$ cat src/hw/soc_pkg.sv
package soc_pkg;

  // ------------------------------------------------------------------
  // Address map
  // ------------------------------------------------------------------
  // Area prefix in address bits 31:30
  localparam logic [1:0] AREA_ROM      = 2'h0;
  localparam logic [1:0] AREA_RAM      = 2'h1;
  localparam logic [1:0] AREA_RESERVED = 2'h2;
  localparam logic [1:0] AREA_MMIO     = 2'h3;

  // Core prefix in address bits 29:24, MMIO area only
  localparam logic [5:0] CORE_TIMER    = 6'h01;
  localparam logic [5:0] CORE_FW_RAM   = 6'h10;
  localparam logic [5:0] CORE_SYS_CTRL = 6'h3f;

  // Word returned on a forced trap
  localparam logic [31:0] ILLEGAL_INSTRUCTION = 32'h0;

  // Memory sizes as word-address widths
  localparam int RAM_ADDR_BITS    = 10;
  localparam int FW_RAM_ADDR_BITS = 8;
  localparam int ROM_ADDR_BITS    = 6;

  // ROM word i holds this xor i
  localparam logic [31:0] ROM_SIGNATURE = 32'h5a17_c0de;

  // Timer register map
  localparam logic [15:0] TMR_CTRL      = 16'h0;
  localparam logic [15:0] TMR_STATUS    = 16'h1;
  localparam logic [15:0] TMR_PRESCALER = 16'h2;
  localparam logic [15:0] TMR_VALUE     = 16'h3;

  // System control register map
  localparam logic [15:0] CTL_APP_MODE = 16'h0;
  localparam logic [15:0] CTL_LED      = 16'h1;
  localparam logic [15:0] CTL_ADDR_KEY = 16'h2;
  localparam logic [15:0] CTL_DATA_KEY = 16'h3;

  localparam logic [2:0] LED_RESET = 3'b000;

  // ------------------------------------------------------------------
  // Bus structs
  // ------------------------------------------------------------------
  typedef struct packed {
    logic        valid;
    logic        instr;
    logic [31:0] addr;
    logic [31:0] wdata;
    logic [3:0]  wstrb;
  } mem_req_t;

  typedef struct packed {
    logic        ready;
    logic [31:0] rdata;
  } mem_rsp_t;

  typedef struct packed {
    logic        cs;
    logic [3:0]  we;
    logic [15:0] address;
    logic [31:0] wdata;
  } core_req_t;

  typedef struct packed {
    logic        ready;
    logic [31:0] rdata;
  } core_rsp_t;

endpackage

$ cat src/hw/sys_ctrl.sv
`timescale 1ns/1ns

module sys_ctrl import soc_pkg::*; (
  input  logic                     clk,
  input  logic                     reset_n,
  input  core_req_t                req,
  input  mem_req_t                 mem_req,
  output core_rsp_t                rsp,
  output logic                     app_mode,
  output logic [RAM_ADDR_BITS-1:0] addr_key,
  output logic [31:0]              data_key,
  output logic                     force_trap,
  output logic [2:0]               led
);

  logic                     wr;
  logic                     app_mode_reg;
  logic [2:0]               led_reg;
  logic [RAM_ADDR_BITS-1:0] addr_key_reg;
  logic [31:0]              data_key_reg;
  logic [31:0]              rdata_reg;
  logic                     ready_reg;

  assign wr = req.cs && (|req.we);

  // ------------------------------------------------------------------
  // Control registers
  // ------------------------------------------------------------------
  always_ff @(posedge clk) begin
    if (!reset_n) begin
      app_mode_reg <= 1'b0;
      led_reg      <= LED_RESET;
      addr_key_reg <= '0;
      data_key_reg <= 32'h0;
      ready_reg    <= 1'b0;
    end else begin
      ready_reg <= req.cs;

      // Only reset leaves the sticky application mode
      if (wr && req.address == CTL_APP_MODE && req.wdata[0]) begin
        app_mode_reg <= 1'b1;
      end
      if (wr && req.address == CTL_LED) begin
        led_reg <= req.wdata[2:0];
      end

      // Keys locked once the application runs
      if (wr && !app_mode_reg && req.address == CTL_ADDR_KEY) begin
        addr_key_reg <= req.wdata[RAM_ADDR_BITS-1:0];
      end
      if (wr && !app_mode_reg && req.address == CTL_DATA_KEY) begin
        data_key_reg <= req.wdata;
      end
    end
  end

  // Keys are write only
  always_ff @(posedge clk) begin
    if (req.cs) begin
      case (req.address)
        CTL_APP_MODE: rdata_reg <= {31'h0, app_mode_reg};
        CTL_LED:      rdata_reg <= {29'h0, led_reg};
        default:      rdata_reg <= 32'h0;
      endcase
    end
  end

  assign rsp      = '{ready: ready_reg, rdata: rdata_reg};
  assign app_mode = app_mode_reg;
  assign addr_key = addr_key_reg;
  assign data_key = data_key_reg;
  assign led      = led_reg;

  // Application code may not run ROM code
  assign force_trap = app_mode_reg && mem_req.valid && mem_req.instr &&
                      (mem_req.addr[31:30] == AREA_ROM);

endmodule

$ cat config.mk
export PLATFORM = sky130hd
export DESIGN_NAME = sys_ctrl
export DESIGN_NICKNAME = d
export VERILOG_FILES = /design/src/hw/soc_pkg.sv /design/src/hw/sys_ctrl.sv
export SDC_FILE = /design/constraint.sdc
export NUM_CORES = 1
export LEC_CHECK = 0
export BUFFER_PORTS_ARGS = -buffer_cell sky130_fd_sc_hd__buf_2
export CAP_MARGIN = 20
export CORE_AREA = 2 2 79 81
export CTS_BUF_LIST = sky130_fd_sc_hd__clkbuf_8
export CTS_CLUSTER_SIZE = 30
export DETAILED_ROUTE_END_ITERATION = 10
export DIE_AREA = 0 0 81 83
export PLACE_DENSITY = 0.95
export SYNTH_ARGS = -nofsm -noshare
export SYNTH_HDL_FRONTEND = slang
export SYNTH_SLANG_ARGS = --single-unit
$ cat constraint.sdc
create_clock -name clk -period 2.7 [get_ports clk]
set_input_delay 0.405 -clock clk [delete_from_list [all_inputs] [get_ports clk]]
set_output_delay 0.405 -clock clk [all_outputs]
set_load 0.1 [all_outputs]
### Word level (Yosys, flattened, before mapping)

Cells that the tools add are included.
Widths: inputs -> output; s select.

* register bits after elaboration: 79
* output and inout port bits: 80
* logic and storage cells: 24
* bits of input ports: 125

* equality and inequality tests: 3
* multiplexer cells: 1
* reductions and logical operators: 14

Operators by type and width (count)
* $eq 16x2->1 const B: 2
* $eq 16x1->1 const B: 1
* $logic_not 16->1: 1
* $logic_and 1x1->1: 10
* $pmux 3 s2: 1
* $reduce_or 4->1: 1
* $logic_not 2->1: 1
* $logic_not 1->1: 1

### Depth between registers and ports, before layout

* depth in word-level cells: 4
* gate-level depth with buffers: 5
* depth with buffers taken out: 4

### Worst setup path after synthesis

Ideal clock, no wire load.

* path kind: flip-flop to output port
* start: reg app_mode_reg, in the netlist app_mode
* end: out force_trap
* buffers on the path: 0
* path slack: -886 ps
* arrival: 3181 ps
* stages on the path, launching flop included: 3
* path through: dfxtp_1 nand3_1 nor3_1

* longest elaborated chain between the ends: 3

RTL lines
* start: declaration: line sys_ctrl.sv:17 `logic app_mode_reg;`
* start signal: assignment: line sys_ctrl.sv:31 `app_mode_reg <= 1'b0;`
* start signal: assignment: line sys_ctrl.sv:41 `app_mode_reg <= 1'b1;`
* $logic_and 1x1->1 (3 in a row): line sys_ctrl.sv:75 `assign force_trap = app_mode_reg && mem_req.valid && mem_req.instr &&`
* end: declaration: line sys_ctrl.sv:12 `output logic force_trap,`

No other way between the ends.

### Final worst setup path

* start: in req[37] in the netlist's numbering
* end: reg data_key_reg[9], in the netlist data_key[9]

* longest elaborated chain between the ends: 2

RTL lines
* start: declaration: line sys_ctrl.sv:6 `input core_req_t req,`
* $eq 16x2->1: line sys_ctrl.sv:51 `if (wr && !app_mode_reg && req.address == CTL_DATA_KEY) begin`
* $logic_and 1x1->1: line sys_ctrl.sv:51
* end signal: assignment: line sys_ctrl.sv:52 `data_key_reg <= req.wdata;`
* end: declaration: line sys_ctrl.sv:20 `logic [31:0] data_key_reg;`

No other way between the ends.
A chain may end at the register's enable or synchronous reset.

==> impl_metrics.json <==
{
  "die_area_sq_mm": 0.00672,
  "placed_cells": 414,
  "syn_area_sq_mm": 0.00230,
  "finalCriticalPeriod_ns": 2.00,
  "antenna_found_initial": 2,
  "timing.final.ws_setup_ns": 0.696,
  "nNetsFinal": 471,
  "cts_hold_buf": 0,
  "fin_tns_setup_ns": 0,
  "endpoint_kind": "flip-flop",
  "vias_per_cell": 4.52,
  "max_freq_mhz": 499,
  "final_common_cell": "buf_2",
  "hpwlAfterDp_um": 4040,
  "grt_pass1_wl_um": 8070,
  "arrival_ns": 2.22,
  "timing.final.crit_share_pct": 74.2,
  "rsz0062_at_grt": "false",
  "cts_root_buf": "clkbuf_8",
  "final.setup_skew_ns": 0.0119,
  "crit_chain": "buf_2 -> nor4_2 -> and4bb_1 -> nand4_4 -> mux2i_1",
  "preCtsSetupSlack_ns": 0.317,
  "gr-total-overflow": 0,
  "powerDensity_mw_per_mm2": 545,
  "largest_register_ffs": 32,
  "max-vdd-ir-drop_mv": 0.276,
  "first_global_vias": 1776,
  "drc": 0,
  "maxSlewHeadroom_pct": 46.9,
  "instances_no_fill": 423,
  "initial_core_util_pct": 39.5,
  "synth_cell_types": 25,
  "vias": 1910,
  "dpl_cell_area_sq_mm": 0.00279,
  "worstPathMaxFanout": 32,
  "routed_wl_um": 5130,
  "clk_latency_ns": 0.31,
  "seq_area_frac_synth_pct": 44.9,
  "setup_viol": 0,
  "ys_warn_count": 0,
  "synth_cells": 241,
  "slew_violations": 0,
  "die_w_um": 81,
  "routedWlPerCell_um": 12.1,
  "finalHoldViolCount": 0,
  "maxCapViolations": 0,
  "grt_max_degree": 33,
  "grt_use_total_pct": 15.1,
  "antenna_left": 0,
  "htreeDepth": 2,
  "area_growth_pct": 26.5,
  "pin_count": 205,
  "max_stage_delay_ns": 0.64,
  "postCtsResizedCells": 0,
  "start_kind": "primary input",
  "fin_area_sq_mm": 0.00291,
  "setup.worst_path.class": "primary input to flip-flop",
  "crit_required_ns": 2.92,
  "clock_path_buffers": 2,
  "drtIter0Drc": 29,
  "hold_path_class": "primary input to flip-flop",
  "core_sq_mm": 0.00582,
  "cts_setup_buffers": 0,
  "synth.ff_latch_count": 50,
  "first_pass_iters": 4,
  "cts_tree": "done",
  "portBuffers": 109,
  "status": "completed",
  "drive_above_1_share_pct": 36.6,
  "avgSynthCellArea_sq_um": 9.53,
  "clkTransAtPathRegs_ns": 0.09,
  "row_count": 28,
  "gp_congestion": 0.689,
  "fp.dieH_um": 83,
  "cp_slowest_cell": "nand4_4",
  "fillers": 577,
  "cts_inserted_buffers": 5,
  "final_cell_mix": "buf_2, nand2_1, dfxtp_1",
  "hold-worst-slack_ns": 0.332,
  "worstMarginPinSlew_ns": 0.796,
  "cts_sinks": 50,
  "total_leakage_power_nw": 1.67
}
-- power breakdown --
part | switching (mW) | total (mW) | leakage, nW | internal (mW)
Clock | 0.265 | 0.547 | 0.0563 | 0.282
Sequential | 0.000489 | 0.746 | 0.410 | 0.746
Combinational | 0.244 | 0.289 | 1.21 | 0.0447
Total | 0.509 | 1.58 | 1.67 | 1.07
-- final timing paths --
| check | start | cells past startpoint | slack [ns] | to |
|---|---|---|---|---|
| worst max-delay path | req[37] | 5 | 0.70 | data_key[9] |
| worst min-delay path | req[27] | 3 | 0.33 | data_key[27] |
| worst max register to register | app_mode | 4 | 0.72 | data_key[9] |
| worst min register to register | data_key[31] | 2 | 0.46 | data_key[31] |
-- Yosys cell counts --
library cell	count	share of area [%]
a22o_1	1	0.38
a32o_1	1	0.44
and2_1	3	0.82
and4bb_1	1	0.54
buf_1	1	0.16
buf_2	1	0.22
buf_4	30	9.8
buf_6	3	1.5
clkbuf_1	8	1.3
conb_1	1	0.16
dfxtp_1	47	41
edfxtp_1	3	3.9
inv_1	2	0.33
mux2i_1	45	20
nand2_1	79	13
nand3_1	2	0.44
nand3b_1	1	0.33
nand4_1	1	0.27
nand4_4	1	0.93
nor2_1	1	0.16
nor3_1	1	0.22
nor4_1	3	0.82
nor4_2	1	0.54
nor4_4	3	2.8
o41a_1	1	0.49
-- area by class of cell --
cell class,count,area [sq um],share of cell area (%)
diodes,1,2.50,0.0861
clock buffers,5,68.8,2.37
clock inverters,3,48.8,1.68
inverters,2,7.51,0.258
multi-input cells,174,1080,37.1
flip-flops and latches,50,1030,35.5
well taps,75,93.8,3.23
repair buffers,113,576,19.8
-- routing by layer --
layer  GRT usage [%]  vias to the layer above  part of all wire, %
li1                -                      943                    -
met1            17.7                      852                   41
met2            25.4                      105                   47
met3            6.09                        8                   11
met4            3.70                        2                 0.86
met5               0                        -                 0.14
-- through the flow --
step | util, % | power (mW)
after detailed placement | 47.9 | 1.05
after global placement | 47.9 | 1.05
final | 50.0 | 1.58
after CTS | 49.9 | 1.60
after global routing | 49.9 | 1.64
after floorplan | - | 1.03
-- critical path, delay by kind of cell --
family                 cells  cell delay [ns]
muxes                      1             0.36
and+or+nand+nor            3             1.34
buffers and inverters      1             0.10
-- kinds of logic (layout without fill, tap and decap cells) --
kind of cell    after synthesis  count (layout)  share of synthesized area [%]
flops                        50              50                           44.9
mux                          45              45                           19.6
other cells                   1              30                          0.163
buf+inv                      45             123                           13.3
simple gates                 97              97                           20.8
compound gates                3               3                           1.31
Power figures use the tool's default switching activity.
