===== src/hw/soc_pkg.sv =====
package soc_pkg;

  // ------------------------------------------------------------------
  // Address map
  // ------------------------------------------------------------------
  // Area prefix in address bits 31:30
  localparam logic [1:0] AREA_ROM      = 2'h0;
  localparam logic [1:0] AREA_RAM      = 2'h1;
  localparam logic [1:0] AREA_RESERVED = 2'h2;
  localparam logic [1:0] AREA_MMIO     = 2'h3;

  // Core prefix in address bits 29:24, MMIO area only
  localparam logic [5:0] CORE_TIMER    = 6'h01;
  localparam logic [5:0] CORE_FW_RAM   = 6'h10;
  localparam logic [5:0] CORE_SYS_CTRL = 6'h3f;

  // Word returned on a forced trap
  localparam logic [31:0] ILLEGAL_INSTRUCTION = 32'h0;

  // Memory sizes as word-address widths
  localparam int RAM_ADDR_BITS    = 10;
  localparam int FW_RAM_ADDR_BITS = 8;
  localparam int ROM_ADDR_BITS    = 6;

  // ROM word i holds this xor i
  localparam logic [31:0] ROM_SIGNATURE = 32'h5a17_c0de;

  // Timer register map
  localparam logic [15:0] TMR_CTRL      = 16'h0;
  localparam logic [15:0] TMR_STATUS    = 16'h1;
  localparam logic [15:0] TMR_PRESCALER = 16'h2;
  localparam logic [15:0] TMR_VALUE     = 16'h3;

  // System control register map
  localparam logic [15:0] CTL_APP_MODE = 16'h0;
  localparam logic [15:0] CTL_LED      = 16'h1;
  localparam logic [15:0] CTL_ADDR_KEY = 16'h2;
  localparam logic [15:0] CTL_DATA_KEY = 16'h3;

  localparam logic [2:0] LED_RESET = 3'b000;

  // ------------------------------------------------------------------
  // Bus structs
  // ------------------------------------------------------------------
  typedef struct packed {
    logic        valid;
    logic        instr;
    logic [31:0] addr;
    logic [31:0] wdata;
    logic [3:0]  wstrb;
  } mem_req_t;

  typedef struct packed {
    logic        ready;
    logic [31:0] rdata;
  } mem_rsp_t;

  typedef struct packed {
    logic        cs;
    logic [3:0]  we;
    logic [15:0] address;
    logic [31:0] wdata;
  } core_req_t;

  typedef struct packed {
    logic        ready;
    logic [31:0] rdata;
  } core_rsp_t;

endpackage


===== src/hw/mmio_timer.sv =====
`timescale 1ns/1ns

module mmio_timer import soc_pkg::*; (
  input  logic      clk,
  input  logic      reset_n,
  input  core_req_t req,
  output core_rsp_t rsp
);

  logic        wr;
  logic        running;
  logic [31:0] prescaler;
  logic [31:0] value;
  logic [31:0] presc_cnt;
  logic [31:0] rdata_reg;
  logic        ready_reg;

  assign wr = req.cs && (|req.we);

  // ------------------------------------------------------------------
  // Counter and register writes
  // ------------------------------------------------------------------
  always_ff @(posedge clk) begin
    if (!reset_n) begin
      running   <= 1'b0;
      prescaler <= 32'h0;
      value     <= 32'h0;
      presc_cnt <= 32'h0;
      ready_reg <= 1'b0;
    end else begin
      ready_reg <= req.cs;

      if (running) begin
        if (value == 32'h0) begin
          running <= 1'b0;
        end else if (presc_cnt >= prescaler) begin
          presc_cnt <= 32'h0;
          value     <= value - 32'h1;
        end else begin
          presc_cnt <= presc_cnt + 32'h1;
        end
      end

      // Bus writes win over counting
      if (wr && req.address == TMR_CTRL) begin
        if (req.wdata[1]) begin
          running <= 1'b0;
        end else if (req.wdata[0]) begin
          running   <= 1'b1;
          presc_cnt <= 32'h0;
        end
      end
      if (wr && req.address == TMR_PRESCALER) begin
        prescaler <= req.wdata;
      end
      if (wr && req.address == TMR_VALUE) begin
        value <= req.wdata;
      end
    end
  end

  always_ff @(posedge clk) begin
    if (req.cs) begin
      case (req.address)
        TMR_STATUS:    rdata_reg <= {31'h0, running};
        TMR_PRESCALER: rdata_reg <= prescaler;
        TMR_VALUE:     rdata_reg <= value;
        default:       rdata_reg <= 32'h0;
      endcase
    end
  end

  assign rsp = '{ready: ready_reg, rdata: rdata_reg};

endmodule


===== config.mk =====
export PLATFORM = sky130hd
export DESIGN_NAME = mmio_timer
export DESIGN_NICKNAME = d
export VERILOG_FILES = /design/src/hw/soc_pkg.sv /design/src/hw/mmio_timer.sv
export SDC_FILE = /design/constraint.sdc
export NUM_CORES = 1
export LEC_CHECK = 0
export BUFFER_PORTS_ARGS = -buffer_cell sky130_fd_sc_hd__buf_2
export CELL_PAD_IN_SITES_DETAIL_PLACEMENT = 0
export CELL_PAD_IN_SITES_GLOBAL_PLACEMENT = 2
export CORE_MARGIN = 4
export CORE_UTILIZATION = 35
export CTS_CLUSTER_SIZE = 10
export DETAILED_ROUTE_END_ITERATION = 10
export PLACE_DENSITY = 0.91
export SKIP_CTS_REPAIR_TIMING = 1
export SYNTH_ARGS = -nofsm -noshare
export SYNTH_HDL_FRONTEND = slang
export SYNTH_SLANG_ARGS = --single-unit

===== constraint.sdc =====
create_clock -name clk -period 3 [get_ports clk]
set_input_delay 0.45 -clock clk [delete_from_list [all_inputs] [get_ports clk]]
set_output_delay 0.45 -clock clk [all_outputs]
set_load 0.02 [all_outputs]

After elaboration in Yosys (flattened, before gate mapping)
Index checks and enable logic that the tools add are counted.
W data, S select, Z words.

word-level totals
  bits in read-only memories = 0
  input bits = 55
  bits in latches = 0
  output and inout bits = 33
  memories = 0
  logic and storage cells = 39
  RAM bits = 0
  register bits after elaboration = 130

operators by class
  reduce and logical (&&, ||, !) cells = 10
  multiplexer cells = 16
  equality and inequality tests = 4
  shift operators = 0
  bitwise logic cells = 0
  add/sub/neg operators = 2
  divide/modulo/power cells = 0
  multiply operators = 0
  magnitude comparators = 1

operators with widths
  kind                     count
  $mux W32                 10
  $pmux W32 S3             1
  $add A32 B1 Y32 const B  1
  $eq A16 B2 Y1 const B    2
  $ge A32 B32 Y1           1
  $logic_not A32 Y1        1
  $sub A32 B1 Y32 const B  1
  $eq A16 B1 Y1 const B    1
  $logic_not A16 Y1        1
  $mux W1                  5
  $logic_and A1 B1 Y1      4
  $reduce_bool A2 Y1       2
  $reduce_or A4 Y1         1
  $reduce_and A3 Y1        1
  $ne A2 B1 Y1 const B     1

Depth between registers and ports, before layout
Gate-level depths: netlist of run 1.

  depth in word-level cells = 7
  gate-level depth with buffers = 11
  mapped depth without buffers = 9

Least setup slack after synthesis of run 1
No wires, ideal clock.

  path kind = register to register
  start point = register prescaler[15]
  end point = register value[26]
  path buffers = 1
  setup slack = 0.424 ns
  data arrival time = 2.502 ns
  cell stages (with the launch flop) = 11
  period minus slack after synthesis = 2.576 ns
  data required time = 2.926 ns
  cells stage by stage = dfxtp_1 -> inv_1 -> ha_1 -> nand4_1 -> nor3_1 -> or4b_1 -> a31oi_1 -> buf_4 -> o2111ai_2 -> or4_1 -> a31oi_1

between the ends
  cells in the longest elaborated chain, start to end = 3

ends and longest elaborated chain
  element                              line              source
  start: declaration                   mmio_timer.sv:12  logic [31:0] prescaler;
  start signal: assignment             mmio_timer.sv:54  prescaler <= req.wdata;
  $ge A32 B32 Y1                       mmio_timer.sv:36  end else if (presc_cnt >= prescaler) begin
  $reduce_bool A2 Y1 (no source line)  n/a
  $reduce_and A3 Y1 (no source line)   n/a
  end signal: assignment               mmio_timer.sv:38  value <= value - 32'h1;
  end signal: assignment               mmio_timer.sv:57  value <= req.wdata;
  end: declaration                     mmio_timer.sv:13  logic [31:0] value;

Every way passes these cells.
A chain may end at the register's enable or synchronous reset.

Worst setup path after layout of run 1
Same ends and word-level chain as after synthesis.

==> reports/metrics.cfg, run 1 <==
[flow_run]
timing.max_cap.violations=0

[logic_synthesis]
synth.ff_latch_count=130
syn_nets=834
post-synth-top-area-fraction=0.298
synth_edf_count=32
post_synth_instance_area_um2=6580
synthesized_instance_count=744
ys_seq_area_frac=0.444
number_of_unique_standard_cell_types_used_by_synthesis=52
synth_area_leaders=sky130_fd_sc_hd__dfxtp_1 (30%), sky130_fd_sc_hd__edfxtp_1 (15%), sky130_fd_sc_hd__ha_1 (6.7%), sky130_fd_sc_hd__nand2_1 (5.6%), sky130_fd_sc_hd__a21oi_1 (5.2%)
dominantRegCellSynth=sky130_fd_sc_hd__dfxtp_1
synthArstFlopShare=0
syn-mean-instance-area_um2=8.85
yosys-top-cells-count=sky130_fd_sc_hd__dfxtp_1 (98), sky130_fd_sc_hd__nand2_1 (98), sky130_fd_sc_hd__a21oi_1 (69)
synth.largest_area_cell=sky130_fd_sc_hd__dfxtp_1
ys_warn_count=0

[floorplanning]
starting_density_of_the_core=0.362
die_x_um=145
boundary_pins=88
die_h_um=145
fp.coreArea_um2=18200
fp-row-count=49
die_area_um2=21100

[timing]
timing.slew.headroom=0.558
final_max_tran_viols=0
timing.setup.tns_ns=0
min_period_over_period=0.941
rsz0062_at_grt=no
hold_violations=0
setup-violations-final=0
timing.clock.skew_ns=0.00939
clock.fmax_mhz=354
setup_ws_ns=0.176
tightest_slew_ns=0.658
final.min_clock_period_ns=2.82

[power]
relative_contribution_of_the_clock_network_to_total_power=0.523
cell_internal_pwr_mw=3.18
power.ir.vdd_worst_mv=0.394
combinationalPowerShare=0.035
total_leakage_power_nw=3.08
seq_power_share=0.442
switching_power_mw=0.912
netSwitchingFraction=0.223
power.density_nw_per_um2=508

[routing]
detail_route.iter0.violations=312
drt_pass1_iterations=5
final_antenna_net_count=0
drcViolationCount=0
routed_via_count_divided_by_cell_count=5.32
wire_per_inst_um=17.3
routed_wirelength_mm=18.8
route.vias.total=5778

[grt]
grt_overflow_total=0
antenna_found_initial=0
grt_pass1_wl_mm=30.4
pin_count_of_the_biggest_net_entering_global_routing=35
grt_use_total=0.180
first_global_vias=5624

[finish]
final_net_count=934
antennaDiodeCount=0
area.growth.synth_to_final_pct=22.5
postLayoutCoreUtil=0.443
multi_input_comb_area_um2=3380
final.fill_count=1772
regArea_um2=2920
layout_cell_share_with_drive_strength_beyond_1=0.195

[critical_path]
critPathTopFamily=simple AND/OR/NAND/NOR gates
crit_required_ns=3.36
critical_path.max_fanout=5
critical-path-max-stage-delay_ns=0.50
cp_cell_sequence=inv_1, ha_1, nand4_1, nor3_2, or4b_4, a31oi_4, buf_4, o2111ai_2, or4_1, a31oi_1
reg2reg_from=prescaler[15]$_SDFFE_PN0P_
worst_path_max_delay_cell=sky130_fd_sc_hd__or4b_4
crit_start=prescaler[15]$_SDFFE_PN0P_
arrival_ns=3.18
crit_buf_inv=2
start_kind=flip-flop
critPathCaptureType=flip-flop
critPathKind=flip-flop to flip-flop

[outcome]
run_status=finished, final reports clean

[hold_path]
min_from=req[3]
min_path_type=primary input to flip-flop

[clock_tree]
clk_path_buf_depth=2
cts_max_level=4
tritoncts=done
root_buffer=sky130_fd_sc_hd__clkbuf_16
insertion_delay_ns=0.43
clock-sinks=130
clk_pin_slew_worst_paths_ns=0.06
number_of_buffers_created_by_cts=17

[placed_design]
port_buffers=87
dp_worst_setup_slack_ns=-0.0543
routabilityCongestion=0.824
dp.final_hpwl_mm=13.6

[through the flow]
step	power [mW]	cell area [µm²]	std cells	hold WS, ns
2_1_floorplan	1.90	6580	744	0.449
3_3_place_gp	1.99	7430	1054	0.458
3_5_place_dp	1.99	7430	1054	0.463
4_1_cts	4.12	8040	1086	0.260
5_1_grt	4.22	8060	1086	0.263
6_report	4.09	8060	1086	0.267
[tightest hold or removal path, cell delays in order]
cell and delay, ns:
sky130_fd_sc_hd__buf_2 0.10, sky130_fd_sc_hd__nand2_1 0.05, sky130_fd_sc_hd__a21oi_1 0.05
[per-layer routing]
layer  GRT usage  vias up  share of wire
met5           0        -              0
met4      0.0703        0          0.025
met3      0.0393       32          0.045
met2       0.273      155           0.44
met1       0.252     2703           0.49
li1            -     2888              -
[final cells by class]
cell class	instances	area share
Timing Repair Buffer	123	0.0895
Clock inverter	13	0.0200
Clock buffer	19	0.0549
Inverter	40	0.0186
Sequential cell	130	0.363
Multi-Input combinational cell	532	0.419
Tap cell	229	0.0355
[cell families after synthesis]
family                     synth area share
AOI/OAI and AO/OA                     0.188
xor gates and xnor gates             0.0612
adders and majority gates            0.0665
buffers and inverters                0.0483
DFF                                   0.444
muxes                               0.00950
and+or+nand+nor                       0.182
[path summary, 6_finish.rpt]
check	endpoint	slack (ns)	cells after the start
hold reg to reg	prescaler[10]$_SDFFE_PN0P_	0.47	2
setup reg to reg	value[26]$_SDFFE_PN0P_	0.18	10
setup / recovery	value[26]$_SDFFE_PN0P_	0.18	10
hold / removal	prescaler[3]$_SDFFE_PN0P_	0.27	3
[power groups by stage]
stage          clock network (mW)  logic [mW]  registers, mW
2_1_floorplan                   0      0.0320           1.87
3_3_place_gp                    0       0.144           1.85
3_5_place_dp                    0       0.144           1.85
4_1_cts                      2.17       0.145           1.81
5_1_grt                      2.25       0.156           1.81
6_report                     2.14       0.143           1.81
[cells in the final DEF (no fill, tap or decap), types with 31 or more instances in the layout]
master,Yosys,final
sky130_fd_sc_hd__o21ai_0,40,40
sky130_fd_sc_hd__edfxtp_1,32,32
sky130_fd_sc_hd__a22o_1,31,31
sky130_fd_sc_hd__buf_2,2,87
sky130_fd_sc_hd__ha_1,35,35
sky130_fd_sc_hd__nand2_1,98,97
sky130_fd_sc_hd__buf_4,2,34
sky130_fd_sc_hd__nor2_1,58,57
sky130_fd_sc_hd__inv_1,39,39
sky130_fd_sc_hd__xor2_1,32,32
sky130_fd_sc_hd__a21oi_1,69,69
sky130_fd_sc_hd__dfxtp_1,98,98
No activity file was read; power rests on OpenSTA's default activity.
==> run 2, diff against run 1 <==
CORE_ASPECT_RATIO = 2   (was not set)
CORE_MARGIN = 3   (was 4)
==> run 2 against run 1 <==
- combinational power barely moved
- die area down 2.3%
- final cell count fell by 1.2%
- register-to-register slack better by 0.06 ns
- sequential power hardly changed
- setup slack gained 0.060 ns
- total power increased by 1.2%
- critical path depth stayed put
- hold slack improved by 0.015 ns
- critical endpoint unchanged
- largest power group unchanged
==> reports/metrics.cfg, run 2 (same netlist as run 1, synthesis figures left out) <==
[outcome]
run_status=finished, final reports clean  ; unchanged

[finish]
antennaDiodeCount=0  ; unchanged
final_common_cell=sky130_fd_sc_hd__dfxtp_1  ; unchanged
area.growth.synth_to_final_pct=22.8  ; was 22.5%
final_net_count=934  ; unchanged
postLayoutCoreUtil=0.440  ; was 0.443
non_filler_cells_final=1073  ; was 1086
layout.cells.most_common_list=sky130_fd_sc_hd__dfxtp_1 (98), sky130_fd_sc_hd__nand2_1 (97), sky130_fd_sc_hd__buf_2 (87)  ; unchanged
finish.instance_area_um2=8090  ; was 8060 µm²
layout_cell_share_with_drive_strength_beyond_1=0.195  ; unchanged

[grt]
grt_pass1_wl_mm=30.1  ; was 30.4 mm
antenna_found_initial=0  ; unchanged
grt_use_total=0.192  ; was 0.180
pin_count_of_the_biggest_net_entering_global_routing=37  ; was 35
grt_overflow_total=0  ; unchanged
first_global_vias=5790  ; was 5624

[placed_design]
dp.final_hpwl_mm=14.1  ; was 13.6 mm
routabilityCongestion=0.830  ; was 0.824
port_buffers=87  ; unchanged
placed_cell_area_um2=7430  ; about the same
dp_worst_setup_slack_ns=0.0108  ; was -0.0543 ns
number_of_cells_in_the_design_after_placement=1041  ; was 1054

[timing]
final_max_tran_viols=0  ; unchanged
min_period_over_period=0.922  ; was 0.941
clock.fmax_mhz=362  ; was 354 MHz
setup-violations-final=0  ; unchanged
setup_ws_ns=0.235  ; was 0.176 ns
tightest_slew_ns=0.628  ; was 0.658 ns
timing.clock.skew_ns=0.00914  ; was 0.00939 ns
rsz0062_at_grt=no  ; unchanged
hold_violations=0  ; unchanged
timing.slew.headroom=0.578  ; was 0.558
final.min_clock_period_ns=2.76  ; was 2.82 ns

[critical_path]
critPathCaptureType=flip-flop  ; unchanged
critical-path-max-stage-delay_ns=0.51  ; was 0.50 ns
crit_start=prescaler[9]$_SDFFE_PN0P_  ; was prescaler[15]$_SDFFE_PN0P_
cp_depth=10  ; unchanged
crit_buf_inv=2  ; unchanged
r2r-end=value[26]$_SDFFE_PN0P_  ; unchanged
setup.reg_to_reg.worst_slack_ns=0.24  ; was 0.18 ns
endpoint=value[26]$_SDFFE_PN0P_  ; unchanged
start_kind=flip-flop  ; unchanged
arrival_ns=3.11  ; was 3.18 ns
reg2reg_from=prescaler[9]$_SDFFE_PN0P_  ; was prescaler[15]$_SDFFE_PN0P_
worst_path_max_delay_cell=sky130_fd_sc_hd__or4b_4  ; unchanged
critical_path.max_fanout=7  ; was 5
cp_cell_sequence=inv_1, ha_1, nand2_1, nor3_2, or4b_4, a31oi_4, buf_4, o2111ai_2, or4_1, a31oi_1  ; was inv_1, ha_1, nand4_1, nor3_2, or4b_4, a31oi_4, buf_4, o2111ai_2, or4_1, a31oi_1
critPathTopFamily=simple AND/OR/NAND/NOR gates  ; unchanged
crit_required_ns=3.34  ; was 3.36 ns
critPathKind=flip-flop to flip-flop  ; unchanged
r2r_cells=10  ; unchanged

[floorplanning]
die_h_um=200  ; was 145 µm
die_area_um2=20600  ; was 21100 µm²
starting_density_of_the_core=0.358  ; was 0.362
boundary_pins=88  ; unchanged
fp-row-count=70  ; was 49
fp.coreArea_um2=18400  ; was 18200 µm²
die_x_um=103  ; was 145 µm

[clock_tree]
root_buffer=sky130_fd_sc_hd__clkbuf_16  ; unchanged
tritoncts=done  ; unchanged
clk_pin_slew_worst_paths_ns=0.06  ; about the same
clk_path_buf_depth=2  ; unchanged
clock-sinks=130  ; unchanged
insertion_delay_ns=0.42  ; was 0.43 ns
cts_max_level=4  ; unchanged
number_of_buffers_created_by_cts=17  ; unchanged

[power]
power.density_nw_per_um2=512  ; was 508 nW/µm²
total_leakage_power_nw=3.11  ; was 3.08 nW
post-layout-total-power_mw=4.14  ; was 4.09 mW
power.ir.vdd_worst_mv=0.329  ; was 0.394 mV

[routing]
detail_route.iter0.violations=239  ; was 312
route.vias.total=5747  ; was 5778
final_antenna_net_count=0  ; unchanged
routed_via_count_divided_by_cell_count=5.36  ; was 5.32
drt_pass1_iterations=4  ; was 5
drcViolationCount=0  ; unchanged
routed_wirelength_mm=18.9  ; was 18.8 mm
wire_per_inst_um=17.6  ; was 17.3 µm

[hold_path]
min_path_type=primary input to flip-flop  ; unchanged
min_from=req[2]  ; was req[3]

[flow_run]
timing.max_cap.violations=0  ; unchanged

[run 2: cell types whose count changed in the layout (fill, tap and decap cells not counted), sizes merged]
cell,delta
clkinv,-4
clkbuf,+5
clkinvlp,-1
[run 2: where the power goes]
part | leakage (nW) | switching (mW) | internal (mW)
Sequential | 1.12 | 0.00333 | 1.81
Clock | 0.298 | 0.768 | 1.42
Combinational | 1.70 | 0.0945 | 0.0486
[run 2: worst min path at each step]
stage	cells after the start	end	slack, ns
finish	3	prescaler[2]$_SDFFE_PN0P_	0.28
global route	3	prescaler[5]$_SDFFE_PN0P_	0.28
CTS	3	prescaler[5]$_SDFFE_PN0P_	0.27
detailed placement	2	prescaler[13]$_SDFFE_PN0P_	0.46
global placement	2	prescaler[14]$_SDFFE_PN0P_	0.46
floorplan	2	prescaler[10]$_SDFFE_PN0P_	0.45
[run 2: layout make-up]
class | instances | area [µm²]
Fill cell | 1887 | 10300
Timing Repair Buffer | 123 | 731
Tap cell | 216 | 270
Clock inverter | 8 | 123
Sequential cell | 130 | 2920
Multi-Input combinational cell | 532 | 3390
Clock buffer | 24 | 503
Inverter | 40 | 150
[run 2: tightest hold or removal path: stages]
cell	delay [ns]
sky130_fd_sc_hd__buf_2	0.10
sky130_fd_sc_hd__nand2_1	0.05
sky130_fd_sc_hd__a21oi_1	0.05
[run 2: per-stage QoR]
stage | setup TNS, ns | hold WS, ns
final | 0 | 0.282
after global routing | 0 | 0.277
after CTS | -0.00472 | 0.266
after detailed placement | 0 | 0.463
after global placement | 0 | 0.459
after floorplan | 0 | 0.449
[run 2: routing by layer]
layer | track usage | share of wire
met2 | 0.365 | 0.56
met1 | 0.203 | 0.39
met4 | 0.0744 | 0.029
met3 | 0.0320 | 0.025
met5 | 0 | 0
