`config.mk`:
```
export PLATFORM = sky130hd
export DESIGN_NAME = mem_decoder
export DESIGN_NICKNAME = d
export VERILOG_FILES = /design/src/hw/soc_pkg.sv /design/src/hw/mem_decoder.sv
export SDC_FILE = /design/constraint.sdc
export NUM_CORES = 1
export LEC_CHECK = 0
export ABC_AREA = 1
export BUFFER_PORTS_ARGS = -buffer_cell sky130_fd_sc_hd__buf_2
export CORE_AREA = 2 2 225 227
export CTS_BUF_LIST = sky130_fd_sc_hd__clkbuf_8
export DETAILED_ROUTE_END_ITERATION = 6
export DIE_AREA = 0 0 227 229
export PLACE_DENSITY = 0.37
export SLEW_MARGIN = 15
export SYNTH_ARGS = -nofsm -noshare
export SYNTH_HDL_FRONTEND = slang
export SYNTH_SLANG_ARGS = --single-unit
```
`constraint.sdc`:
```
create_clock -name clk -period 2 [get_ports clk]
set_input_delay 0.4 -clock clk [delete_from_list [all_inputs] [get_ports clk]]
set_output_delay 0.4 -clock clk [all_outputs]
set_load 0.02 [all_outputs]
```
`src/hw/soc_pkg.sv`:
```
package soc_pkg;

  // ------------------------------------------------------------------
  // Address map
  // ------------------------------------------------------------------
  // Area prefix in address bits 31:30
  localparam logic [1:0] AREA_ROM      = 2'h0;
  localparam logic [1:0] AREA_RAM      = 2'h1;
  localparam logic [1:0] AREA_RESERVED = 2'h2;
  localparam logic [1:0] AREA_MMIO     = 2'h3;

  // Core prefix in address bits 29:24, MMIO area only
  localparam logic [5:0] CORE_TIMER    = 6'h01;
  localparam logic [5:0] CORE_FW_RAM   = 6'h10;
  localparam logic [5:0] CORE_SYS_CTRL = 6'h3f;

  // Word returned on a forced trap
  localparam logic [31:0] ILLEGAL_INSTRUCTION = 32'h0;

  // Memory sizes as word-address widths
  localparam int RAM_ADDR_BITS    = 10;
  localparam int FW_RAM_ADDR_BITS = 8;
  localparam int ROM_ADDR_BITS    = 6;

  // ROM word i holds this xor i
  localparam logic [31:0] ROM_SIGNATURE = 32'h5a17_c0de;

  // Timer register map
  localparam logic [15:0] TMR_CTRL      = 16'h0;
  localparam logic [15:0] TMR_STATUS    = 16'h1;
  localparam logic [15:0] TMR_PRESCALER = 16'h2;
  localparam logic [15:0] TMR_VALUE     = 16'h3;

  // System control register map
  localparam logic [15:0] CTL_APP_MODE = 16'h0;
  localparam logic [15:0] CTL_LED      = 16'h1;
  localparam logic [15:0] CTL_ADDR_KEY = 16'h2;
  localparam logic [15:0] CTL_DATA_KEY = 16'h3;

  localparam logic [2:0] LED_RESET = 3'b000;

  // ------------------------------------------------------------------
  // Bus structs
  // ------------------------------------------------------------------
  typedef struct packed {
    logic        valid;
    logic        instr;
    logic [31:0] addr;
    logic [31:0] wdata;
    logic [3:0]  wstrb;
  } mem_req_t;

  typedef struct packed {
    logic        ready;
    logic [31:0] rdata;
  } mem_rsp_t;

  typedef struct packed {
    logic        cs;
    logic [3:0]  we;
    logic [15:0] address;
    logic [31:0] wdata;
  } core_req_t;

  typedef struct packed {
    logic        ready;
    logic [31:0] rdata;
  } core_rsp_t;

endpackage

```
`src/hw/mem_decoder.sv`:
```
`timescale 1ns/1ns

module mem_decoder import soc_pkg::*; (
  input  logic                     clk,
  input  logic                     reset_n,
  input  mem_req_t                 mem_req,
  input  logic                     app_mode,
  input  logic [RAM_ADDR_BITS-1:0] addr_key,
  input  logic [31:0]              data_key,
  input  logic                     force_trap,
  input  core_rsp_t                rom_rsp,
  input  core_rsp_t                ram_rsp,
  input  core_rsp_t                fw_rsp,
  input  core_rsp_t                tmr_rsp,
  input  core_rsp_t                ctl_rsp,
  output mem_rsp_t                 mem_rsp,
  output core_req_t                rom_req,
  output core_req_t                ram_req,
  output core_req_t                fw_req,
  output core_req_t                tmr_req,
  output core_req_t                ctl_req
);

  logic [1:0]  area;
  logic [5:0]  core;
  logic [15:0] word_addr;
  logic [31:0] ram_mask;
  logic        pending;
  logic        ready_reg;
  logic        ready_new;
  logic [31:0] rdata_reg;
  logic [31:0] rdata_new;

  assign area      = mem_req.addr[31:30];
  assign core      = mem_req.addr[29:24];
  assign word_addr = mem_req.addr[17:2];

  // Data scramble mask, same on the way in and out
  assign ram_mask = data_key ^ {2{mem_req.addr[15:0]}};

  // Request not yet answered
  assign pending = mem_req.valid && !ready_reg;

  // ------------------------------------------------------------------
  // Decode and response mux
  // ------------------------------------------------------------------
  always_comb begin
    ready_new = 1'b0;
    rdata_new = 32'h0;

    rom_req = '{cs: 1'b0, we: mem_req.wstrb,
                address: 16'(word_addr[ROM_ADDR_BITS-1:0]), wdata: mem_req.wdata};
    ram_req = '{cs: 1'b0, we: mem_req.wstrb,
                address: 16'(word_addr[RAM_ADDR_BITS-1:0] ^ addr_key),
                wdata: mem_req.wdata ^ ram_mask};
    fw_req  = '{cs: 1'b0, we: mem_req.wstrb,
                address: 16'(word_addr[FW_RAM_ADDR_BITS-1:0]), wdata: mem_req.wdata};
    tmr_req = '{cs: 1'b0, we: mem_req.wstrb, address: word_addr, wdata: mem_req.wdata};
    ctl_req = '{cs: 1'b0, we: mem_req.wstrb, address: word_addr, wdata: mem_req.wdata};

    if (pending) begin
      if (force_trap) begin
        rdata_new = ILLEGAL_INSTRUCTION;
        ready_new = 1'b1;
      end else begin
        case (area)
          AREA_ROM: begin
            rom_req.cs = 1'b1;
            rdata_new  = rom_rsp.rdata;
            ready_new  = rom_rsp.ready;
          end
          AREA_RAM: begin
            ram_req.cs = 1'b1;
            rdata_new  = ram_rsp.rdata ^ ram_mask;
            ready_new  = ram_rsp.ready;
          end
          AREA_RESERVED: begin
            ready_new = 1'b1;
          end
          AREA_MMIO: begin
            case (core)
              CORE_TIMER: begin
                tmr_req.cs = 1'b1;
                rdata_new  = tmr_rsp.rdata;
                ready_new  = tmr_rsp.ready;
              end
              CORE_FW_RAM: begin
                // Hidden from application code, answers zero at once
                if (!app_mode) begin
                  fw_req.cs = 1'b1;
                  rdata_new = fw_rsp.rdata;
                  ready_new = fw_rsp.ready;
                end else begin
                  ready_new = 1'b1;
                end
              end
              CORE_SYS_CTRL: begin
                ctl_req.cs = 1'b1;
                rdata_new  = ctl_rsp.rdata;
                ready_new  = ctl_rsp.ready;
              end
              default: begin
                ready_new = 1'b1;
              end
            endcase
          end
        endcase
      end
    end
  end

  always_ff @(posedge clk) begin
    if (!reset_n) begin
      ready_reg <= 1'b0;
    end else begin
      ready_reg <= ready_new;
    end
  end

  always_ff @(posedge clk) begin
    rdata_reg <= rdata_new;
  end

  assign mem_rsp = '{ready: ready_reg, rdata: rdata_reg};

  a_one_cs: assert property (@(posedge clk) disable iff (!reset_n)
    $onehot0({rom_req.cs, ram_req.cs, fw_req.cs, tmr_req.cs, ctl_req.cs}));

  // Ready is a single-cycle pulse
  a_ready_pulse: assert property (@(posedge clk) disable iff (!reset_n)
    mem_rsp.ready |=> !mem_rsp.ready);

endmodule

```
-- After elaboration in Yosys (flattened, before gate mapping)
Cells that the tools add are included.
- word-level logic and storage cells: 44
- output and inout bits: 298
- register bits: 33
- input bits: 281
- muxes and demuxes: 26
- equality and inequality tests: 6
- bitwise gates (word level): 5
- reductions and logical operators: 5
- operators by type and width (kind ; count):
    32-bit case mux with 3 select lines ; 2
    32-bit XOR ; 3
    32-bit two-way mux ; 1
    1-bit two-way mux ; 21
    10-bit XOR ; 1
    6-bit by 1-bit == test with 1-bit output, second input constant ; 1
    6-bit by 5-bit == test with 1-bit output, second input constant ; 1
    6-bit == test, second input constant ; 1
    2-bit == test, second input constant ; 2
    1-bit case mux with 4 select lines ; 1
    1-bit case mux with 3 select lines ; 1
    2-bit by 1-bit == test with 1-bit output, second input constant ; 1
    2-bit zero test ; 1
    2-bit AND reduction ; 1
    2-bit OR reduction ; 1
    1-bit logical AND ; 1
    1-bit zero test ; 1
    1-bit inverter ; 1

-- Depth between registers and ports, before layout
Gate-level depths: netlist (run 1).
- depth in word-level cells: 5
- gate-level depth with buffers: 9
- mapped depth without buffers: 8

-- Worst setup path before layout (run 1)
OpenSTA, ideal clock, no wires.
- kind: input port to output port
- start point: input port mem_req[69] (netlist name)
- end point: output port ram_req[52] (netlist name)
- data arrival time: 1.318 ns
- required time: 1.600 ns
- slack: 0.282 ns
- stages on the path: 6
- path buffers: 0
- cells stage by stage: inv_1 nor2_1 inv_1 nor2_1 clkinv_1 nor3_1
- RTL lines (item ; line ; text):
    start, declared ; mem_decoder.sv:6 ; input mem_req_t mem_req,
    end, declared ; mem_decoder.sv:18 ; output core_req_t ram_req,

==> impl_metrics.json, run 1 <==
{
  "crit_path_top_delay_cell": "dfxtp_1",
  "rsz0062_at_grt": "false",
  "io_pins": 579,
  "cts_buffers": 5,
  "routabilityCongestion": 0.7606,
  "ir_drop_uv": 220.6,
  "dr.pass1.iters": 4,
  "synth_xor_area_share_pct": 12.81,
  "drt-wirelength-per-cell_um": 14.64,
  "routed-via-count": 5803,
  "p_leak_nw": 3.785,
  "min_path_type": "in2reg",
  "syn_area_um2": 5061,
  "coreArea_um2": 49660,
  "yosys_warnings": 0,
  "clock_path_buffers": 2,
  "outcome": "finished, final reports clean",
  "p_sw_share_pct": 46.04,
  "final_cells": 1788,
  "avgViaCountPerCell": 3.246,
  "power_density_nw_per_um2": 442.4,
  "p_seq_share_pct": 21.4,
  "fin_skew_ps": 21.06,
  "drc": 0,
  "synth_edf_count": 0,
  "gr-usage-all-layers_pct": 9.418,
  "cts_tree": "built",
  "period_minus_slack_ps": 1873,
  "cp-start-kind": "flip-flop",
  "drive_above_1_share_pct": 52.20,
  "cts.sinks": 33,
  "post_cts_buffers": 0,
  "p_int_mw": 1.731,
  "p_clk_share_pct": 24.0,
  "area_delta_synth_final_pct": 43.29,
  "finalCritPeriodShare_pct": 93.65,
  "grt_max_degree": 27,
  "holdBufCountCts": 0,
  "cp_cell_sequence": "nor2_2 > inv_2 > nor2_4 > inv_4 > nor3_4 > buf_6",
  "clk_pin_slew_ps": 110,
  "cp_max_fo": 4,
  "grt_pass1_wl_um": 34510,
  "dp.cells": 1779,
  "die_h_um": 229,
  "syn_inst": 785,
  "yosysMostFrequentCell": "buf_4",
  "die_area_um2": 51980,
  "end_kind": "primary output",
  "fin_tns_setup_ps": 0,
  "relSlewSlack_pct": 63.22,
  "worstPathArrival_ps": 1470,
  "synth_simple_gate_area_share_pct": 28.38,
  "largest_reg_flops": 32,
  "critPathKind": "reg2out",
  "dpl.hpwl_um": 22650,
  "wirelength_um": 26170,
  "synth_largest_area_cell": "buf_4",
  "drt_iter0_markers": 168,
  "finalSetupViolations": 0,
  "rows": 82,
  "grt_pass1_vias": 5560,
  "avgSynthCellArea_um2": 6.447,
  "tightest_slew_ps": 547.7,
  "p_sw_mw": 1.477,
  "yosysTopAreaCellShare_pct": 33.52,
  "drtAntennaViolNets": 0,
  "die_x_um": 227,
  "hold_viol_final": 0,
  "yosysUniqueCellTypes": 28,
  "cp_top_family": "simple AND/OR/NAND/NOR gates",
  "p_comb_share_pct": 54.6,
  "synth_compound_area_share_pct": 6.675,
  "cts.htree.levels": 2,
  "yosysSeqAreaShare_pct": 13.05,
  "required_ps": 1600,
  "timing.fmax_mhz": 533.9,
  "synthAdderAreaFrac_pct": 0,
  "yosys-top-cells-count": "buf_4 (226), nand2_1 (170), nor2_1 (69)",
  "slowest_delay_ps": 330,
  "ys.flop_type": "dfxtp_1",
  "insertion_delay_ps": 350,
  "ys_ff_latch": 33,
  "drv_slew": 0,
  "synthTopCellsByArea": "buf_4 (34%), dfxtp_1 (13%), nand2_1 (13%)",
  "cap_violations": 0,
  "antenna_found_initial": 3,
  "async_reset_ff_share_pct": 0,
  "cts_root_buf": "clkbuf_8",
  "synth_top_family_by_area": "buffers and inverters",
  "port_buffers": 517,
  "nets": 1395,
  "yosys-mux-area-fraction_pct": 0,
  "path_buf_inv": 3,
  "overflow": 0,
  "start_util_pct": 10.19
}
stage by stage:
stage               util (%)  worst slack, ps  hold WS [ps]  area (um2)  power [mW]
CTS                    14.54            4.360         215.9        7221       3.320
detailed placement     14.27           -87.55         505.4        7088       2.472
global route           14.60            10.24         239.9        7249       3.442
global placement       14.27           -142.9         500.4        7088       2.473
finish                 14.60            126.9         264.3        7252       3.208
floorplan                  -            282.3         475.7        5147       1.960
routing by layer:
| layer | share of wire, % | GRT usage (%) | vias to the layer above | wire, um |
|---|---|---|---|---|
| met5 | 0.10 | 0 | - | 27 |
| met2 | 53 | 18.62 | 326 | 13760 |
| met3 | 7.0 | 1.514 | 36 | 1844 |
| met4 | 2.7 | 3.697 | 4 | 701 |
| met1 | 38 | 9.675 | 2582 | 9832 |
| li1 | - | - | 2855 | - |
power by group through the flow:
stage          Clock, mW  Combinational (mW)  Sequential, mW
2_1_floorplan          0                1.23           0.729
3_3_place_gp           0                1.77           0.701
3_5_place_dp           0                1.77           0.701
4_1_cts            0.854                1.78           0.686
5_1_grt            0.859                1.90           0.688
6_report           0.771                1.75           0.685
path summary, 6_finish.rpt:
kind / startpoint / endpoint / slack [ps] / depth (start not counted)
setup / recovery: ready_reg / ram_req[52] / 130 / 6
hold / removal: reset_n / ready_reg / 260 / 3
setup reg to reg: ready_reg / rdata_reg[4] / 810 / 6
hold reg to reg: ready_reg / ready_reg / 520 / 3
final cells by class:
| cell class | count | area, um2 |
|---|---|---|
| Inverter | 45 | 171.4 |
| Antenna cell | 1 | 2.502 |
| Sequential cell | 33 | 660.6 |
| Clock inverter | 2 | 33.78 |
| Fill cell | 5867 | 42410 |
| Multi-Input combinational cell | 487 | 2549 |
| Tap cell | 672 | 840.8 |
| Timing Repair Buffer | 542 | 2912 |
| Clock buffer | 6 | 82.58 |
kinds of logic (layout without fill, tap and decap cells):
logic type / count (synthesis) / in the layout
buffers and inverters: 288 / 595
and+or+nand+nor: 322 / 322
xor gates and xnor gates: 74 / 74
other: 1 / 25
AOI/OAI and AO/OA: 67 / 67
DFF: 33 / 33
worst reg2reg max path, delay by kind of cell (launching register included):
kind,cells,cell delay (ps)
simple gates,3,420
buf+inv,3,370
flops,1,330
cells in the final DEF (no fill, tap or decap), types with 2 or more instances in the layout:
master,instances
nor3_2,2
buf_12,10
nand4_1,2
o21ai_0,5
o21ai_1,27
nand2_1,170
a21oi_1,34
clkbuf_8,6
conb_1,24
buf_2,514
nor2_2,3
nor2_4,5
nor2_8,2
nand3_1,57
dfxtp_1,33
inv_1,39
inv_2,6
xnor2_1,64
xor2_1,10
nor2_1,67
nand3_2,11
buf_4,17
what timing repair did:
item	in CTS	in global routing
resized for setup	4	9
endpoints found under the setup margin	3	3
pin swaps	0	3
Note: power is estimated with default switching activity, not from simulation.
==> run 2, diff against run 1 <==
--- a/config.mk
+++ b/config.mk
@@ -7,10 +7,10 @@
 export LEC_CHECK = 0
 export ABC_AREA = 1
 export BUFFER_PORTS_ARGS = -buffer_cell sky130_fd_sc_hd__buf_2
-export CORE_AREA = 2 2 225 227
+export CORE_AREA = 2 2 227 229
 export CTS_BUF_LIST = sky130_fd_sc_hd__clkbuf_8
 export DETAILED_ROUTE_END_ITERATION = 6
-export DIE_AREA = 0 0 227 229
+export DIE_AREA = 0 0 229 231
 export PLACE_DENSITY = 0.37
 export SLEW_MARGIN = 15
 export SYNTH_ARGS = -nofsm -noshare
==> constraint.sdc (replaced) <==
create_clock -name clk -period 1.8 [get_ports clk]
set_input_delay 0.36 -clock clk [delete_from_list [all_inputs] [get_ports clk]]
set_output_delay 0.36 -clock clk [all_outputs]
set_load 0.02 [all_outputs]
==> run 2 against run 1 <==
- critical path depth fell by 2
- non-clock buffer count up 18
- via count shrank 0.10%
- sequential power is 11% higher
- clock-buffer cell count stayed put
- highest routed layer unchanged
- first-iteration DRC count down 18%
- final cell count increased by 1.5%
- register-to-register slack lost 170 ps
- total power increased by 14%
- worst setup slack worse by 66 ps
- global-route usage is 0.15 points higher
- worst hold slack worse by 44 ps
==> impl_metrics.json, run 2 (synthesis results as in run 1) <==
{
  "fin_tns_setup_ps": 0,
  "period_minus_slack_ps": 1739,
  "final_cell_mix": "buf_2 (513), nand2_1 (169), nor2_1 (67), xnor2_1 (63), nand3_1 (57)",
  "m1WireLength_um": 9867,
  "antenna_found_initial": 2,
  "cts.htree.levels": 2,
  "required_ps": 1440,
  "finalCritPeriodShare_pct": 96.60,
  "cts_buffers": 5,
  "clk_pin_slew_ps": 90,
  "grt_max_degree": 33,
  "tightest_slew_ps": 574.3,
  "cts_root_buf": "clkbuf_8",
  "dr_wl_met2_um": 14460,
  "drt_iter0_markers": 138,
  "fin_area_um2": 7425,
  "die_area_um2": 52900,
  "drtAntennaViolNets": 0,
  "end_kind": "primary output",
  "rows": 83,
  "port_buffers": 517,
  "p_leak_nw": 3.890,
  "drt-wirelength-per-cell_um": 14.77,
  "wirelength_um": 26790,
  "routed-via-count": 5797,
  "cp-start-kind": "primary input",
  "die_h_um": 231,
  "fin_skew_ps": 10.80,
  "dr.pass1.iters": 4,
  "hold_viol_final": 0,
  "clock_path_buffers": 2,
  "highest_layer": "met5",
  "drv_slew": 0,
  "largest_reg_flops": 32,
  "avgViaCountPerCell": 3.196,
  "ir_drop_uv": 224.9,
  "routabilityCongestion": 0.8399,
  "final_common_cell": "buf_2",
  "cp_max_fo": 7,
  "grt_pass1_wl_um": 35690,
  "area_delta_synth_final_pct": 46.70,
  "start_util_pct": 9.987,
  "finalSetupViolations": 0,
  "drive_above_1_share_pct": 53.22,
  "final_cells": 1814,
  "overflow": 0,
  "worstPathArrival_ps": 1380,
  "holdBufCountCts": 0,
  "io_pins": 579,
  "die_x_um": 229,
  "met3WireLength_um": 1894,
  "dpl-instance-area_um2": 7231,
  "dpl.hpwl_um": 23100,
  "cap_violations": 0,
  "cts.sinks": 33,
  "insertion_delay_ps": 340,
  "critPathKind": "in2out",
  "dp.cells": 1803,
  "drc": 0,
  "timing.fmax_mhz": 575.1,
  "power_density_nw_per_um2": 490.9,
  "cts_tree": "built",
  "min_path_type": "in2reg",
  "rsz0062_at_grt": "true",
  "relSlewSlack_pct": 61.44,
  "coreArea_um2": 50680,
  "outcome": "finished, final reports clean",
  "gr-usage-all-layers_pct": 9.570,
  "grt_pass1_vias": 5360,
  "fill_cells": 5981,
  "fin_util_pct": 14.65,
  "nets": 1413
}
## run 2: stage by stage
step | total power [mW] | hold slack [ps] | setup slack [ps]
floorplan | 2.178 | 475.7 | 162.3
global placement | 2.814 | 495.0 | -39.49
detailed placement | 2.807 | 490.3 | -52.06
CTS | 3.779 | 175.4 | -4.646
global route | 3.909 | 176.9 | -25.11
finish | 3.645 | 220.1 | 61.17
## run 2: worst max-delay path: stages
cell and delay (ps):
buf_2 150, xnor2_1 500, xnor2_1 180, buf_2 190
## run 2: power by group
part,switching [mW],internal [mW]
Sequential,0.00749,0.755
Clock,0.427,0.448
Combinational,1.25,0.756
Total,1.69,1.96
## run 2: worst paths after layout
check	endpoint	slack, ps	cells after the start	startpoint
worst max-delay path	ram_req[23]	60	4	mem_req[43]
worst min-delay path	ready_reg	220	3	reset_n
worst max register to register	rdata_reg[7]	640	6	ready_reg
worst min register to register	ready_reg	500	3	ready_reg
## run 2: final cells by class
type / count / area, um2 / area share (%)
inverters: 45 / 171.4 / 2.309
multi-input cells: 487 / 2564 / 34.53
repair buffers: 560 / 3058 / 41.19
well taps: 680 / 850.8 / 11.46
clock inverters: 2 / 33.78 / 0.4550
diodes: 1 / 2.502 / 0.03370
flip-flops and latches: 33 / 661.9 / 8.915
clock buffers: 6 / 82.58 / 1.112
## run 2: routing by layer
layer | global-route usage [%] | vias to the layer above
met5 | 0 | -
met4 | 3.044 | 2
met3 | 2.137 | 28
met2 | 18.93 | 345
met1 | 9.861 | 2524
li1 | - | 2898
## run 2: what timing repair did
action | in CTS | in global routing
endpoints found under the setup margin | 6 | 5
gates resized for setup | 10 | 7
pin swaps | 0 | 1
hold endpoints to repair | 0 | 0
buffers inserted | 0 | 2
